<file path="config.mk">
export PLATFORM = sky130hd
export DESIGN_NAME = sd_cmd_top
export DESIGN_NICKNAME = d
export VERILOG_FILES = /design/src/sd_ctrl_pkg.sv /design/src/sd_proto_pkg.sv /design/src/sd_cmd_ctrl.sv /design/src/sd_cmd_top.sv /design/src/sd_cmd_tx.sv /design/src/sd_resp_rx.sv
export VERILOG_INCLUDE_DIRS = /design/src
export SDC_FILE = /design/constraint.sdc
export NUM_CORES = 1
export LEC_CHECK = 0
export ABC_AREA = 1
export BUFFER_PORTS_ARGS = -buffer_cell sky130_fd_sc_hd__buf_2
export CORE_UTILIZATION = 50
export CTS_CLUSTER_DIAMETER = 30
export DETAILED_ROUTE_END_ITERATION = 16
export GPL_ROUTABILITY_DRIVEN = 0
export PLACE_DENSITY = 0.69
export SYNTH_ARGS = -nofsm -noshare
export SYNTH_HDL_FRONTEND = slang
export SYNTH_HIERARCHICAL = 1
export SYNTH_SLANG_ARGS = --single-unit
</file>
<file path="constraint.sdc">
create_clock -name CLK -period 2.9 [get_ports CLK]
set_input_delay 0.58 -clock CLK [delete_from_list [all_inputs] [get_ports CLK]]
set_output_delay 0.58 -clock CLK [all_outputs]
set_load 0.02 [all_outputs]
</file>
<file path="src/sd_settings.svh">
`ifndef SD_SETTINGS_SVH
`define SD_SETTINGS_SVH

//////////////////////////////////////////////////////////////////////
// CMD line frame geometry
//////////////////////////////////////////////////////////////////////

// Start, transmitter bit, index, argument, CRC7 and stop bit
`define SD_FRAME_BITS 48

`define SD_CRC7_BITS 7

// Leading part of the frame that the CRC7 covers
`define SD_PAYLOAD_BITS 40

//////////////////////////////////////////////////////////////////////
// Response timing
//////////////////////////////////////////////////////////////////////

// Max cycles from command end to the response start bit
`define SD_NCR_MAX 64

`endif

</file>
<file path="src/sd_ctrl_pkg.sv">
package sd_ctrl_pkg;

  // Command sequencing
  typedef enum logic [1:0] {
    IDLE,
    SEND,  // Frame going out on CMD
    RECV,  // Waiting for the card
    DONE
  } ctrl_state_e;

  // Reported once per command, lowest value wins on overlap
  typedef enum logic [2:0] {
    ERR_NONE    = 3'd0,
    ERR_TIMEOUT = 3'd1,
    ERR_CRC     = 3'd2,
    ERR_INDEX   = 3'd3,
    ERR_REDO    = 3'd4,
    ERR_STATUS  = 3'd5
  } sd_err_e;

endpackage

</file>
<file path="src/sd_proto_pkg.sv">
package sd_proto_pkg;

  typedef logic [5:0]  cmd_index_t;
  typedef logic [31:0] cmd_arg_t;  // Argument or response content

  // Bit 6 is the ACMD flag, the index sits below it
  typedef enum logic [6:0] {
    CMD0   = 7'd0,
    CMD3   = 7'd3,
    CMD6   = 7'd6,
    CMD7   = 7'd7,
    CMD8   = 7'd8,
    CMD17  = 7'd17,
    CMD55  = 7'd55,
    ACMD6  = 7'd70,
    ACMD41 = 7'd105,
    ACMD55 = 7'd119
  } opcode_e;

  typedef enum logic [2:0] {
    R0_NONE   = 3'd0,
    R1_NORMAL = 3'd1,
    R3_OCR    = 3'd3,
    R6_RCA    = 3'd6,
    R7_CIC    = 3'd7
  } resp_type_e;

  typedef struct packed {
    resp_type_e rtype;
    cmd_arg_t   redo_mask;  // Status bits that ask for a retry
    cmd_arg_t   redo_ans;
    cmd_arg_t   err_mask;   // Status bits that flag an error
    cmd_arg_t   err_ans;
  } cmd_ctrl_t;

  // Per-opcode response type and status masks
  function automatic cmd_ctrl_t lookup_ctrl(opcode_e op);
    case (op)
      CMD0:    return '{R0_NONE,   32'h0,        32'h0,        32'h0,        32'h0};
      CMD3:    return '{R6_RCA,    32'h0,        32'h0,        32'h00002000, 32'h0};
      CMD6:    return '{R1_NORMAL, 32'h0,        32'h0,        32'h82380000, 32'h0};
      ACMD6:   return '{R1_NORMAL, 32'h0,        32'h0,        32'h8F398020, 32'h00000020};
      CMD7:    return '{R1_NORMAL, 32'h0,        32'h0,        32'h0F398000, 32'h0};
      CMD8:    return '{R7_CIC,    32'h0,        32'h0,        32'h00000FFF, 32'h000001FF};
      CMD17:   return '{R1_NORMAL, 32'h0,        32'h0,        32'hCF398000, 32'h0};
      ACMD41:  return '{R3_OCR,    32'h80000000, 32'h80000000, 32'h41FF8000, 32'h40FF8000};
      CMD55:   return '{R1_NORMAL, 32'h0,        32'h0,        32'h0F398000, 32'h0};
      default: return '{R1_NORMAL, 32'h0,        32'h0,        32'h0F398000, 32'h0};  // ACMD55
    endcase
  endfunction

  // One serial step of x^7 + x^3 + 1
  function automatic logic [6:0] crc7_step(logic [6:0] crc, logic din);
    logic fb;
    fb = crc[6] ^ din;
    return {crc[5:3], crc[2] ^ fb, crc[1:0], fb};
  endfunction

endpackage

</file>
<file path="src/sd_cmd_ctrl.sv">
`timescale 1ns/1ps

module sd_cmd_ctrl (
  input  logic                     CLK,
  input  logic                     i_rst_n,
  // Host side
  input  logic                     i_cmd_valid,
  input  sd_proto_pkg::cmd_index_t i_cmd_index,
  input  sd_proto_pkg::cmd_arg_t   i_cmd_arg,
  output logic                     o_cmd_ready,
  // Transmitter
  output logic                     o_tx_start,
  output sd_proto_pkg::cmd_index_t o_tx_index,
  output sd_proto_pkg::cmd_arg_t   o_tx_arg,
  input  logic                     i_tx_done,
  // Receiver
  output logic                     o_rx_arm,
  input  logic                     i_resp_valid,
  input  logic                     i_timeout,
  input  sd_proto_pkg::cmd_index_t i_resp_index,
  input  sd_proto_pkg::cmd_arg_t   i_resp_content,
  input  logic                     i_crc_ok,
  // Completion
  output logic                     o_done,
  output sd_ctrl_pkg::sd_err_e     o_error_code,
  output sd_proto_pkg::cmd_arg_t   o_resp_content,
  output logic                     o_acmd
);

  sd_ctrl_pkg::ctrl_state_e state_q;
  sd_proto_pkg::cmd_index_t cmd_index_q;
  sd_proto_pkg::cmd_arg_t   cmd_arg_q;
  sd_proto_pkg::opcode_e    opcode_q;
  sd_proto_pkg::cmd_ctrl_t  ctrl;
  logic                     accept;
  logic                     finish;
  logic                     check_frame;
  sd_ctrl_pkg::sd_err_e     err_d;

  assign o_cmd_ready = (state_q == sd_ctrl_pkg::IDLE);
  assign accept      = i_cmd_valid && o_cmd_ready;
  assign o_tx_index  = cmd_index_q;
  assign o_tx_arg    = cmd_arg_q;

  assign ctrl        = sd_proto_pkg::lookup_ctrl(opcode_q);
  assign check_frame = (ctrl.rtype != sd_proto_pkg::R3_OCR);  // OCR carries no valid CRC/index

  // Receiver starts listening as the stop bit leaves
  assign o_rx_arm = (state_q == sd_ctrl_pkg::SEND) && i_tx_done &&
                    (ctrl.rtype != sd_proto_pkg::R0_NONE);

  //////////////////////////////////////////////////////////////////////
  // Completion and error priority
  //////////////////////////////////////////////////////////////////////

  always_comb begin
    finish = 1'b0;
    err_d  = sd_ctrl_pkg::ERR_NONE;
    case (state_q)
      sd_ctrl_pkg::SEND: begin
        finish = i_tx_done && (ctrl.rtype == sd_proto_pkg::R0_NONE);
      end
      sd_ctrl_pkg::RECV: begin
        finish = i_resp_valid || i_timeout;
        if (i_timeout) begin
          err_d = sd_ctrl_pkg::ERR_TIMEOUT;
        end else if (check_frame && !i_crc_ok) begin
          err_d = sd_ctrl_pkg::ERR_CRC;
        end else if (check_frame && (i_resp_index != cmd_index_q)) begin
          err_d = sd_ctrl_pkg::ERR_INDEX;
        end else if ((i_resp_content & ctrl.redo_mask) != ctrl.redo_ans) begin
          err_d = sd_ctrl_pkg::ERR_REDO;  // Card still busy, host should retry
        end else if ((i_resp_content & ctrl.err_mask) != ctrl.err_ans) begin
          err_d = sd_ctrl_pkg::ERR_STATUS;
        end
      end
      default: begin
        finish = 1'b0;
      end
    endcase
  end

  // FSM and completion outputs
  always_ff @(posedge CLK or negedge i_rst_n) begin
    if (!i_rst_n) begin
      state_q      <= sd_ctrl_pkg::IDLE;
      o_tx_start   <= 1'b0;
      o_done       <= 1'b0;
      o_error_code <= sd_ctrl_pkg::ERR_NONE;
      o_acmd       <= 1'b0;
    end else begin
      o_tx_start <= 1'b0;
      o_done     <= 1'b0;
      case (state_q)
        sd_ctrl_pkg::IDLE: begin
          if (accept) begin
            state_q    <= sd_ctrl_pkg::SEND;
            o_tx_start <= 1'b1;
          end
        end
        sd_ctrl_pkg::SEND: begin
          if (finish) begin
            state_q <= sd_ctrl_pkg::DONE;  // No response expected
          end else if (i_tx_done) begin
            state_q <= sd_ctrl_pkg::RECV;
          end
        end
        sd_ctrl_pkg::RECV: begin
          if (finish) begin
            state_q <= sd_ctrl_pkg::DONE;
          end
        end
        default: state_q <= sd_ctrl_pkg::IDLE;
      endcase
      if (finish) begin
        o_done       <= 1'b1;
        o_error_code <= err_d;
        // Next command is an ACMD only after a clean CMD55
        o_acmd       <= (opcode_q == sd_proto_pkg::CMD55) && (err_d == sd_ctrl_pkg::ERR_NONE);
      end
    end
  end

  // Command latch and response content
  always_ff @(posedge CLK) begin
    if (accept) begin
      cmd_index_q <= i_cmd_index;
      cmd_arg_q   <= i_cmd_arg;
      opcode_q    <= sd_proto_pkg::opcode_e'({o_acmd, i_cmd_index});
    end
    if (finish) begin
      o_resp_content <= (state_q == sd_ctrl_pkg::RECV) ? i_resp_content : '0;
    end
  end

  // Receiver results only land while a response is awaited
  assert property (@(posedge CLK) disable iff (!i_rst_n)
                   (i_resp_valid || i_timeout) |-> (state_q == sd_ctrl_pkg::RECV));

endmodule

</file>
<file path="src/sd_cmd_top.sv">
`timescale 1ns/1ps

module sd_cmd_top (
  input  logic                     CLK,
  input  logic                     i_rst_n,
  // Host command port
  input  logic                     i_cmd_valid,
  input  sd_proto_pkg::cmd_index_t i_cmd_index,
  input  sd_proto_pkg::cmd_arg_t   i_cmd_arg,
  output logic                     o_cmd_ready,
  // Card CMD line
  input  logic                     i_sd_cmd,
  output logic                     o_sd_cmd,
  output logic                     o_sd_cmd_oe,
  // Completion
  output logic                     o_done,
  output sd_ctrl_pkg::sd_err_e     o_error_code,
  output sd_proto_pkg::cmd_arg_t   o_resp_content,
  output logic                     o_acmd
);

  logic                     w_tx_start;
  sd_proto_pkg::cmd_index_t w_tx_index;
  sd_proto_pkg::cmd_arg_t   w_tx_arg;
  logic                     w_tx_done;
  logic                     w_rx_arm;
  logic                     w_resp_valid;
  logic                     w_timeout;
  sd_proto_pkg::cmd_index_t w_resp_index;
  sd_proto_pkg::cmd_arg_t   w_resp_content;
  logic                     w_crc_ok;

  sd_cmd_ctrl u_ctrl (
    .CLK(CLK), .i_rst_n(i_rst_n),
    .i_cmd_valid(i_cmd_valid), .i_cmd_index(i_cmd_index), .i_cmd_arg(i_cmd_arg),
    .o_cmd_ready(o_cmd_ready),
    .o_tx_start(w_tx_start), .o_tx_index(w_tx_index), .o_tx_arg(w_tx_arg),
    .i_tx_done(w_tx_done),
    .o_rx_arm(w_rx_arm), .i_resp_valid(w_resp_valid), .i_timeout(w_timeout),
    .i_resp_index(w_resp_index), .i_resp_content(w_resp_content), .i_crc_ok(w_crc_ok),
    .o_done(o_done), .o_error_code(o_error_code), .o_resp_content(o_resp_content),
    .o_acmd(o_acmd)
  );

  sd_cmd_tx u_tx (
    .CLK(CLK), .i_rst_n(i_rst_n),
    .i_start(w_tx_start), .i_index(w_tx_index), .i_arg(w_tx_arg),
    .o_sd_cmd(o_sd_cmd), .o_sd_cmd_oe(o_sd_cmd_oe), .o_tx_done(w_tx_done)
  );

  sd_resp_rx u_rx (
    .CLK(CLK), .i_rst_n(i_rst_n),
    .i_arm(w_rx_arm), .i_sd_cmd(i_sd_cmd),
    .o_resp_valid(w_resp_valid), .o_timeout(w_timeout),
    .o_resp_index(w_resp_index), .o_resp_content(w_resp_content), .o_crc_ok(w_crc_ok)
  );

endmodule

</file>
<file path="src/sd_cmd_tx.sv">
`timescale 1ns/1ps
`include "sd_settings.svh"

module sd_cmd_tx (
  input  logic                     CLK,
  input  logic                     i_rst_n,
  input  logic                     i_start,
  input  sd_proto_pkg::cmd_index_t i_index,
  input  sd_proto_pkg::cmd_arg_t   i_arg,
  output logic                     o_sd_cmd,
  output logic                     o_sd_cmd_oe,
  output logic                     o_tx_done
);

  typedef logic [$clog2(`SD_FRAME_BITS)-1:0] bit_cnt_t;

  bit_cnt_t                    bit_cnt_q;  // Frame position now on the line
  logic [`SD_PAYLOAD_BITS-2:0] head_q;     // Head bits behind the start bit
  logic [`SD_CRC7_BITS:0]      tail_q;
  logic [`SD_CRC7_BITS-1:0]    crc_q;
  logic [`SD_CRC7_BITS-1:0]    crc_next;
  logic                        in_head;
  logic                        last_head;

  // CRC takes the bit that is on the line this cycle
  assign crc_next  = sd_proto_pkg::crc7_step(crc_q, o_sd_cmd);
  assign in_head   = (bit_cnt_q < bit_cnt_t'(`SD_PAYLOAD_BITS - 1));
  assign last_head = (bit_cnt_q == bit_cnt_t'(`SD_PAYLOAD_BITS - 1));

  //////////////////////////////////////////////////////////////////////
  // Line driver
  //////////////////////////////////////////////////////////////////////

  always_ff @(posedge CLK or negedge i_rst_n) begin
    if (!i_rst_n) begin
      bit_cnt_q   <= '0;
      o_sd_cmd    <= 1'b1;  // CMD idles high
      o_sd_cmd_oe <= 1'b0;
      o_tx_done   <= 1'b0;
    end else begin
      o_tx_done <= 1'b0;
      if (i_start) begin
        bit_cnt_q   <= '0;
        o_sd_cmd    <= 1'b0;  // Start bit
        o_sd_cmd_oe <= 1'b1;
      end else if (o_sd_cmd_oe) begin
        bit_cnt_q <= bit_cnt_q + 1'b1;
        if (in_head) begin
          o_sd_cmd <= head_q[`SD_PAYLOAD_BITS-2];
        end else if (last_head) begin
          o_sd_cmd <= crc_next[`SD_CRC7_BITS-1];  // CRC MSB follows the argument
        end else if (bit_cnt_q != bit_cnt_t'(`SD_FRAME_BITS - 1)) begin
          o_sd_cmd <= tail_q[`SD_CRC7_BITS];
        end else begin
          // Stop bit has had its cycle
          o_sd_cmd    <= 1'b1;
          o_sd_cmd_oe <= 1'b0;
          o_tx_done   <= 1'b1;
        end
      end
    end
  end

  // Head and tail shifters
  always_ff @(posedge CLK) begin
    if (i_start) begin
      head_q <= {1'b1, i_index, i_arg};  // Transmitter bit first
      crc_q  <= '0;
    end else if (o_sd_cmd_oe) begin
      if (in_head) begin
        head_q <= {head_q[`SD_PAYLOAD_BITS-3:0], 1'b0};
        crc_q  <= crc_next;
      end else if (last_head) begin
        tail_q <= {crc_next[`SD_CRC7_BITS-2:0], 2'b11};  // Low CRC bits, stop, idle
      end else begin
        tail_q <= {tail_q[`SD_CRC7_BITS-1:0], 1'b1};
      end
    end
  end

  // Controller waits for tx_done before the next start
  assert property (@(posedge CLK) disable iff (!i_rst_n) i_start |-> !o_sd_cmd_oe);

endmodule

</file>
<file path="src/sd_resp_rx.sv">
`timescale 1ns/1ps
`include "sd_settings.svh"

module sd_resp_rx (
  input  logic                     CLK,
  input  logic                     i_rst_n,
  input  logic                     i_arm,  // Pulse once the command frame is out
  input  logic                     i_sd_cmd,
  output logic                     o_resp_valid,
  output logic                     o_timeout,
  output sd_proto_pkg::cmd_index_t o_resp_index,
  output sd_proto_pkg::cmd_arg_t   o_resp_content,
  output logic                     o_crc_ok
);

  typedef enum logic [1:0] {
    RX_IDLE,
    RX_WAIT,   // Hunting for the start bit
    RX_SHIFT
  } rx_state_e;

  typedef logic [$clog2(`SD_FRAME_BITS)-1:0] bit_cnt_t;
  typedef logic [$clog2(`SD_NCR_MAX)-1:0]    ncr_cnt_t;

  rx_state_e                 state_q;
  bit_cnt_t                  bit_cnt_q;  // Bits captured so far
  ncr_cnt_t                  ncr_cnt_q;  // Cycles left before timeout
  logic [`SD_FRAME_BITS-1:0] sr_q;
  logic [`SD_CRC7_BITS-1:0]  crc_q;
  logic                      sample;

  // Start bit seen or already inside the frame
  assign sample = (state_q == RX_SHIFT) || ((state_q == RX_WAIT) && !i_sd_cmd);

  always_ff @(posedge CLK or negedge i_rst_n) begin
    if (!i_rst_n) begin
      state_q      <= RX_IDLE;
      bit_cnt_q    <= '0;
      ncr_cnt_q    <= '0;
      o_resp_valid <= 1'b0;
      o_timeout    <= 1'b0;
    end else begin
      o_resp_valid <= 1'b0;
      o_timeout    <= 1'b0;
      case (state_q)
        RX_IDLE: begin
          if (i_arm) begin
            state_q   <= RX_WAIT;
            ncr_cnt_q <= ncr_cnt_t'(`SD_NCR_MAX - 1);
          end
        end
        RX_WAIT: begin
          if (!i_sd_cmd) begin
            state_q   <= RX_SHIFT;
            bit_cnt_q <= bit_cnt_t'(1);
          end else if (ncr_cnt_q == '0) begin
            state_q   <= RX_IDLE;  // Card never answered
            o_timeout <= 1'b1;
          end else begin
            ncr_cnt_q <= ncr_cnt_q - 1'b1;
          end
        end
        RX_SHIFT: begin
          bit_cnt_q <= bit_cnt_q + 1'b1;
          if (bit_cnt_q == bit_cnt_t'(`SD_FRAME_BITS - 1)) begin
            state_q      <= RX_IDLE;
            o_resp_valid <= 1'b1;
          end
        end
        default: state_q <= RX_IDLE;
      endcase
    end
  end

  //////////////////////////////////////////////////////////////////////
  // Deserializer and CRC over the leading 40 bits
  //////////////////////////////////////////////////////////////////////

  always_ff @(posedge CLK) begin
    if (sample) begin
      sr_q <= {sr_q[`SD_FRAME_BITS-2:0], i_sd_cmd};
      if (state_q == RX_WAIT) begin
        crc_q <= sd_proto_pkg::crc7_step('0, i_sd_cmd);  // Fresh CRC from the start bit
      end else if (bit_cnt_q < bit_cnt_t'(`SD_PAYLOAD_BITS)) begin
        crc_q <= sd_proto_pkg::crc7_step(crc_q, i_sd_cmd);
      end
    end
  end

  assign o_resp_index   = sr_q[`SD_FRAME_BITS-3:`SD_FRAME_BITS-8];
  assign o_resp_content = sr_q[`SD_PAYLOAD_BITS-1:`SD_CRC7_BITS+1];
  assign o_crc_ok       = (crc_q == sr_q[`SD_CRC7_BITS:1]);  // Bits 7..1 hold the card's CRC

  // Controller arms only an idle receiver
  assert property (@(posedge CLK) disable iff (!i_rst_n) i_arm |-> (state_q == RX_IDLE));

endmodule

</file>
==> impl_metrics.yaml, run 1 <==
cts:
  cts_setup_buffers: 0
  numCtsBuffers: 39
  clockRootBuffer: "clkbuf_16"
  cts_resized: 0
  insertion_delay_ps: 500
  clk_pin_slew_worst_paths_ps: 40
  cts_buffer_depth: 3
  cts_tree: "done"
  postCtsHoldBufs: 0
  htreeDepth: 2
  cts_sinks: 209
setup_path:
  critPathMaxFanout: 38
  cp.required_ps: 3020
  slowest_stage: "buf_4"
  endpoint_kind: "register"
  path_cells: "ha_1 > nand2_1 > nand3_2 > nand2_2 > nand2_2 > nand2_1 > buf_4"
  max_stage_delay_ps: 430
  critPathArrivalTime_ps: 2240
  startpoint_type: "register"
  path_delay_family: "simple AND/OR/NAND/NOR gates"
  critPathKind: "register to register"
  cp_num_buf_inv: 1
grt:
  met1_usage_pct: 22.3
  grt_max_degree: 48
  grt_util_met2_pct: 27.8
  grt_pass1_wl_um: 25000
  busiest_layer: "met2"
  grt_antenna_before_repair: 3
  use_met3_pct: 4.18
  grt_usage_pct: 17.2
  grt.overflow.total: 0
  grt_pass1_vias: 5351
logic_synthesis:
  yosysMostFrequentCell: "nand2_1"
  ys_seq_area_share_pct: 67.0
  synth_seq_cells: 209
  synth-edff-count: 168
  ys.flop_type: "edfxtp_1"
  synth_top_area_cell: "edfxtp_1"
  syn_avg_cell_area_um2: 10.8
  synth_top_area_share_pct: 56.0
  synth_area_um2: 9010
  yosys-top-cells-count: "nand2_1 (277), edfxtp_1 (168), inv_1 (87), nor2_1 (46), buf_4 (45)"
  synth_nets: 886
  synthArstFlopShare_pct: 15.8
  synth.top_cells.by_area: "edfxtp_1 (56%), nand2_1 (12%), dfrtp_1 (8.9%), buf_4 (3.8%), inv_1 (3.6%)"
  synthCells: 836
  ys_warn_count: 6
  ys_types: 39
sta:
  rsz0062_at_grt: "no"
  fin_crit_sh_pct: 73.0
  fmax_mhz: 473
  layout_min_cycle_time_ps: 2120
  worst-slew-pin-transition_ps: 799
  setup_viol: 0
  fin_tns_setup_ps: 0
  hold_viol: 0
  max_slew_margin_pct: 46.7
  skew_ps: 20.2
  drv_slew: 0
min_path:
  hold_class: "input pin to asynchronous set/reset pin"
power:
  power_density_nw_per_um2: 922
  power.leakage_nw: 4.82
  ir_drop_v: 0.000602
detailed_routing:
  drc: 0
  wire_per_inst_um: 13.2
  first_iter_violations: 433
  dr.pass1.iters: 4
  ant_nets: 0
  postRouteWirelength_um: 15300
  vias_per_cell: 4.77
  via_count: 5525
outcome:
  status: "completed"
layout:
  area_growth_pct: 18.3
  final_cells: 1159
  final.fill_count: 1441
  multi_input_area_um2: 2180
  regArea_um2: 6030
  nNetsFinal: 954
  drive_gt1_share_pct: 21.3
floorplan:
  placementRows: 48
  fp.dieW_um: 136
  die_h_um: 136
  die_area_um2: 18600
  io_pins: 82
  core_um2: 17400
  start_util_pct: 51.7
job:
  max_cap_viol_count: 0
placement:
  numPortBuffers: 81
  dp.cells: 1088
  hpwl_um: 9630
==> final timing paths <==
kind	start	end	slack (ps)	cells past startpoint
min	i_rst_n	u_rx/ncr_cnt_q[1]	180	1
min in group CLK	i_cmd_arg[3]	u_ctrl/o_tx_arg[3]	260	1
min reg2reg	u_rx/sr_q[0]	u_rx/sr_q[1]	450	0
max reg2reg	u_tx/bit_cnt_q[0]	u_tx/head_q[26]	780	7
max	u_tx/bit_cnt_q[0]	u_tx/head_q[26]	780	7
max in group asynchronous	i_rst_n	u_tx/bit_cnt_q[1]	2200	1
==> per-stage QoR <==
stage          hold slack (ps)  power, W  utilization, %  area [µm²]  worst slack, ps
6_report                   180   0.00983            61.2       10700              784
5_1_grt                    249    0.0103            61.2       10700              621
4_1_cts                    202   0.00994            61.2       10700              787
3_5_place_dp               424   0.00537            53.6        9330              803
3_3_place_gp               403   0.00532            53.6        9330              849
2_1_floorplan              284   0.00504               -        9010              688
==> cells in the final DEF (no fill, tap or decap), types with 11 or more instances in the layout <==
master and n:
xnor2_1 12, buf_2 81, inv_1 87, nor2_1 46
a21oi_1 11, clkbuf_16 39, edfxtp_1 168, o21ai_0 15
inv_2 11, nand2_1 277, nand3_1 35, dfrtp_1 32
nand2_2 11
==> cell families after synthesis <==
logic type	Yosys count	synth area share (%)
AOI/OAI and AO/OA	44	3.08
xor gates and xnor gates	15	1.46
adders and majority gates	8	1.11
buffers and inverters	161	8.83
DFF	209	67.0
and+or+nand+nor	399	18.6
==> flip-flops by register name (all words and copies together), names as in the netlist, 2 cells and up <==
register,flops
u_rx/state_q,2
u_tx/head_q,39
u_tx/bit_cnt_q,6
u_ctrl/o_tx_arg,32
u_rx/crc_q,7
u_rx/bit_cnt_q,6
u_ctrl/opcode_q,2
u_tx/crc_q,7
u_rx/ncr_cnt_q,6
u_tx/tail_q,6
u_ctrl/o_resp_content,32
u_ctrl/state_q,2
u_ctrl/o_tx_index,5
u_rx/sr_q,46
u_ctrl/o_error_code,3
==> area by class of cell <==
class                           count  area share, %
Timing Repair Buffer               88           4.30
Antenna cell                        1         0.0235
Tap cell                          225           2.64
Sequential cell                   209           56.6
Clock buffer                       42           9.26
Multi-Input combinational cell    466           20.5
Inverter                          100           3.52
Clock inverter                     28           3.23
==> layer usage <==
| layer | up-vias | part of all wire (%) |
|---|---|---|
| met3 | 35 | 5.3 |
| met2 | 127 | 48 |
| met4 | 2 | 2.2 |
| met5 | - | 0.052 |
| met1 | 2543 | 45 |
| li1 | 2818 | - |
==> power breakdown <==
| group | switching (W) | internal, W |
|---|---|---|
| Sequential | 0.000213 | 0.00387 |
| Clock | 0.00144 | 0.00309 |
| Combinational | 0.000812 | 0.000408 |
Power figures use the tool's default switching activity.
==> run 2, diff against run 1 <==
PLACE_DENSITY = 0.72   (was 0.69)
clock period = 1.9 ns   (was 2.9 ns; I/O delays follow)
==> run 2 against run 1 <==
Effect of this change:
- sequential cell count did not move
- first-iteration DRC count fell by 18%
- clock power increased by 54%
- critical endpoint is now u_ctrl/o_resp_content[29]
- final area grew 2.7%
- combinational power increased by 66%
- sequential power rose by 52%
- count of clock-buffer cells in the layout grew 4
- total power rose by 55%
- global-route usage increased by 0.90 points
- cell count grew 2.0%
- clock skew increased by 6.6 ps
==> impl_metrics.yaml, run 2 (synthesis gave the netlist of run 1 again) <==
outcome:
  status: "completed"
floorplan:
  placementRows: 48
  start_util_pct: 51.7
  core_um2: 17400
  die_area_um2: 18600
  die_h_um: 136
  fp.dieW_um: 136
  io_pins: 82
power:
  power_density_nw_per_um2: 1390
  ir_drop_v: 0.000876
  p_clk_share_pct: 45.9
  power.total_w: 0.0152
  power.leakage_nw: 4.95
  cell_internal_pwr_w: 0.0113
  sw_frac_of_total_pct: 26.1
  seqPwrFrac_pct: 40.8
  p_sw_w: 0.00398
  pwr-share-comb_pct: 13.3
setup_path:
  r2r-start: "u_ctrl/state_q[0]"
  timing.rr.end: "u_ctrl/o_resp_content[29]"
  r2r_setup_slack_ps: 20
  critPathKind: "register to register"
  startpoint_type: "register"
  critPathArrivalTime_ps: 2070
  r2r.worst_path.cells: 5
  endpoint_kind: "register"
  cp.required_ps: 2090
  critPathMaxFanout: 12
cts:
  cts_tree: "done"
  cts_buffer_depth: 3
  cts_sinks: 209
  clk_pin_slew_worst_paths_ps: 50
  numCtsBuffers: 40
  htreeDepth: 2
  clockRootBuffer: "clkbuf_16"
  insertion_delay_ps: 520
detailed_routing:
  first_iter_violations: 357
  ant_nets: 0
  via_count: 5666
  drc: 0
  vias_per_cell: 4.79
  postRouteWirelength_um: 16300
  dr.pass1.iters: 5
  wire_per_inst_um: 13.8
grt:
  use_met3_pct: 3.91
  grt.overflow.total: 0
  grt_util_met2_pct: 29.6
  grt_max_degree: 48
  grt_usage_pct: 18.1
  grt_pass1_vias: 5550
  busiest_layer: "met2"
  grt_antenna_before_repair: 0
  grt_pass1_wl_um: 26100
  met1_usage_pct: 23.5
layout:
  reg_top3: "u_rx/sr_q x46, u_tx/head_q x39"
  largest_register_ffs: 46
  drive_gt1_share_pct: 24.3
  final_cell_mix: "nand2_1 (272), edfxtp_1 (168), inv_1 (86)"
  diodes: 0
  area_growth_pct: 21.6
  nNetsFinal: 975
  final_cells: 1182
  multi_input_area_um2: 2210
  final.fill_count: 1341
  largest_register: "u_rx/sr_q"
  regArea_um2: 6030
  final_common_cell: "nand2_1"
  post-route-util_pct: 62.9
sta:
  drv_slew: 0
  rsz0062_at_grt: "yes"
  fmax_mhz: 533
  hold_viol: 0
  layout_min_cycle_time_ps: 1880
  max_slew_margin_pct: 66.3
  fin_tns_setup_ps: 0
  whs_ps: 36.5
  setup_viol: 0
  skew_ps: 26.8
  worst-slew-pin-transition_ps: 506
  fin_crit_sh_pct: 98.8
placement:
  hpwl_um: 10200
  dp.cells: 1099
  numPortBuffers: 81
job:
  max_cap_viol_count: 0
min_path:
  worst_hold_path.endpoint: "u_ctrl/o_tx_arg[2]"
  worstHoldStart: "i_cmd_arg[2]"
  hold-path-cell-count: 1
  hold_class: "input pin to register"
[run 2: cell count changes in the layout (fill, tap and decap cells not counted), sizes merged]
cell | before | now
bufinv | 7 | 4
clkinv | 14 | 15
diode | 1 | 0
inv | 101 | 103
buf | 88 | 106
dlygate4sd3 | 0 | 1
clkbuf | 42 | 47
[run 2: layout make-up]
type | count | area share, %
Clock buffer | 46 | 9.83
Clock inverter | 28 | 2.68
Inverter | 100 | 3.46
Multi-Input combinational cell | 466 | 20.2
Sequential cell | 209 | 55.1
Tap cell | 225 | 2.57
Timing Repair Buffer | 108 | 6.19
[run 2: worst max-delay path, stage by stage (launching register included)]
cell and delay [ps]:
dfrtp_1 410, inv_1 110, ha_1 250, o21ai_0 220, a21oi_4 310, buf_4 260
[run 2: how the worst max path moves through the flow]
| stage | startpoint | endpoint | slack, ps |
|---|---|---|---|
| final | u_ctrl/state_q[0] | u_ctrl/o_resp_content[29] | 20 |
| after global routing | u_ctrl/o_tx_index[3] | u_ctrl/o_resp_content[22] | -80 |
| after CTS | u_ctrl/state_q[1] | o_cmd_ready | 30 |
| after detailed placement | u_ctrl/o_tx_index[3] | u_ctrl/o_acmd | 90 |
| after global placement | u_ctrl/o_tx_index[3] | u_ctrl/o_resp_content[22] | 140 |
| after floorplan | u_ctrl/o_tx_index[3] | u_ctrl/state_q[0] | -280 |
[run 2: repair_timing]
action / 4_1_cts / 5_1_grt
setup buffers: 0 / 7
hold buffers: 1 / 0
endpoints found under the setup margin: 0 / 17
gates resized for setup: 0 / 10
endpoints found under the hold margin: 32 / 0
[run 2: routing by layer]
metal | part of all wire [%] | routed length [µm] | vias to the layer above
li1 | - | - | 2858
met1 | 45 | 7370 | 2669
met2 | 48 | 7880 | 110
met3 | 4.3 | 703 | 29
met4 | 2.0 | 320 | 0
met5 | 0 | 0 | -
[run 2: power by group through the flow]
stage	logic (W)	clock network [W]	registers, W
after floorplan	0.00146	0	0.00623
after global placement	0.00191	0	0.00627
after detailed placement	0.00197	0	0.00629
after CTS	0.00200	0.00711	0.00623
after global routing	0.00233	0.00733	0.00629
final	0.00203	0.00699	0.00621
[run 2: metrics by stage]
| stage | setup WS (ps) | cell area [µm²] |
|---|---|---|
| after global placement | 136 | 9470 |
| after CTS | 26.3 | 10900 |
| after global routing | -81.9 | 11000 |
| after detailed placement | 88.6 | 9470 |
| final | 23.6 | 11000 |
| after floorplan | -285 | 9020 |
==> run 3, diff against run 2 <==
CORE_UTILIZATION = 41   (was 50)
PLACE_DENSITY = 0.61   (was 0.72)
==> run 3 against run 2 <==
Effect of this change:
- via count up 0.92%
- routed wire length grew 4.0%
- utilization down 9.4 points
- sequential share of layout area fell by 2.1 points
- maximum frequency is 2.5% higher
- critical endpoint is now u_ctrl/o_resp_content[23]
- global-route usage decreased by 2.6 points
- die area grew 22%
- total power is 9.9% higher
- hold slack worse by 12 ps
- clock power is 21% higher
==> impl_metrics.yaml, run 3 (synthesis gave the netlist of run 1 again) <==
sta:
  layout_min_cycle_time_ps: 1830
  whs_ps: 24.5
  fmax_mhz: 546
  layout_setup_ws_ps: 69.1
  rsz0062_at_grt: "yes"
  hold_viol: 0
  fin_crit_sh_pct: 96.4
  skew_ps: 16.8
  max_slew_margin_pct: 67.3
  drv_slew: 0
  worst-slew-pin-transition_ps: 490
  setup_viol: 0
grt:
  grt_usage_pct: 15.5
  grt_pass1_vias: 5713
  grt_max_degree: 48
  grt_pass1_wl_um: 27300
  grt.overflow.total: 0
  grt_antenna_before_repair: 0
floorplan:
  fp.dieW_um: 150
  die_h_um: 150
  die_area_um2: 22600
  placementRows: 53
  core_um2: 21300
  start_util_pct: 42.3
  io_pins: 82
power:
  sw_frac_of_total_pct: 25.0
  p_sw_w: 0.00419
  pwr-share-comb_pct: 12.2
  p_clk_share_pct: 50.7
  power.total_w: 0.0167
  power_density_nw_per_um2: 1470
  seqPwrFrac_pct: 37.1
  power.leakage_nw: 5.11
  cell_internal_pwr_w: 0.0125
  ir_drop_v: 0.000721
detailed_routing:
  wire_per_inst_um: 13.5
  ant_nets: 0
  via_count: 5718
  vias_per_cell: 4.57
  drc: 0
  dr.pass1.iters: 4
  first_iter_violations: 297
  postRouteWirelength_um: 16900
setup_path:
  max_stage_delay_ps: 410
  critPathMaxFanout: 27
  critPathArrivalTime_ps: 2050
  cp_num_buf_inv: 1
  cp.required_ps: 2120
  slowest_stage: "edfxtp_1"
  endpoint_kind: "register"
  startpoint_type: "register"
  path_cells: "nor2_2 > nand3_1 > nor3_2 > nand3_2 > a21oi_4 > buf_12"
  critPathKind: "register to register"
  path_delay_family: "simple AND/OR/NAND/NOR gates"
layout:
  final.fill_count: 1828
  reg_top3: "u_rx/sr_q x46, u_tx/head_q x39"
  largest_register_ffs: 46
  diodes: 0
  area_growth_pct: 26.5
  final_common_cell: "nand2_1"
  largest_register: "u_rx/sr_q"
  nNetsFinal: 987
  post-route-util_pct: 53.5
  drive_gt1_share_pct: 24.4
  final_cell_mix: "nand2_1 (275), edfxtp_1 (168), inv_1 (86)"
job:
  max_cap_viol_count: 0
cts:
  numCtsBuffers: 47
  cts_sinks: 209
  cts_buffer_depth: 3
  insertion_delay_ps: 530
  cts_tree: "done"
  htreeDepth: 2
  clk_pin_slew_worst_paths_ps: 50
  clockRootBuffer: "clkbuf_16"
outcome:
  status: "completed"
placement:
  hpwl_um: 10600
  dp_slack_ps: 127
  numPortBuffers: 81
min_path:
  hold_class: "input pin to register"
-- run 3: cell types whose count changed in the layout (fill, tap and decap cells not counted), sizes merged --
| cell | previous run | this run |
|---|---|---|
| clkinvlp | 6 | 10 |
| dlygate4sd3 | 1 | 8 |
| clkbuf | 47 | 52 |
| inv | 103 | 99 |
| clkinv | 15 | 17 |
| buf | 106 | 105 |
| bufinv | 4 | 9 |
-- run 3: cell type report --
class | instances | area (µm²) | area share, %
multi-input cells | 466 | 2200 | 19.3
clock inverters | 35 | 469 | 4.12
clock buffers | 52 | 1240 | 10.9
repair buffers | 113 | 729 | 6.40
well taps | 275 | 344 | 3.02
flip-flops and latches | 209 | 6030 | 52.9
inverters | 100 | 379 | 3.33
-- run 3: timing repair --
item | CTS | global route
endpoints found under the hold margin | 35 | 4
hold buffers | 4 | 4
buffers inserted | 0 | 3
resized for setup | 0 | 10
endpoints found under the setup margin | 0 | 4
-- run 3: routing by layer --
| layer | global-route usage [%] | part of all wire (%) | up-vias |
|---|---|---|---|
| li1 | - | - | 2890 |
| met1 | 20.3 | 46 | 2680 |
| met2 | 24.7 | 46 | 110 |
| met3 | 3.85 | 4.9 | 38 |
| met4 | 6.01 | 2.3 | 0 |
| met5 | 0 | 0 | - |
-- run 3: power by group through the flow --
stage	sequential [W]	combinational [W]	clock, W
after detailed placement	0.00628	0.00200	0
final	0.00621	0.00204	0.00849
after global routing	0.00629	0.00236	0.00890
after CTS	0.00622	0.00203	0.00866
after floorplan	0.00623	0.00146	0
after global placement	0.00627	0.00197	0
-- run 3: stage by stage --
step           setup TNS, ps  std cells  cell area (µm²)
2_1_floorplan          -4960        836             9020
3_3_place_gp               0       1152             9560
3_5_place_dp               0       1152             9560
4_1_cts                    0       1243            11300
5_1_grt                 -183       1250            11400
6_report                   0       1250            11400
-- run 3: final timing paths --
kind,depth (start not counted),slack (ps),startpoint,endpoint
min reg2reg,0,450,u_rx/sr_q[0],u_rx/sr_q[1]
min in group asynchronous,3,420,i_rst_n,u_rx/o_timeout
max,6,70,u_ctrl/o_tx_index[2],u_ctrl/o_resp_content[23]
max reg2reg,6,70,u_ctrl/o_tx_index[2],u_ctrl/o_resp_content[23]
max in group asynchronous,3,1130,i_rst_n,u_tx/o_sd_cmd
min,1,20,i_cmd_arg[1],u_ctrl/o_tx_arg[1]
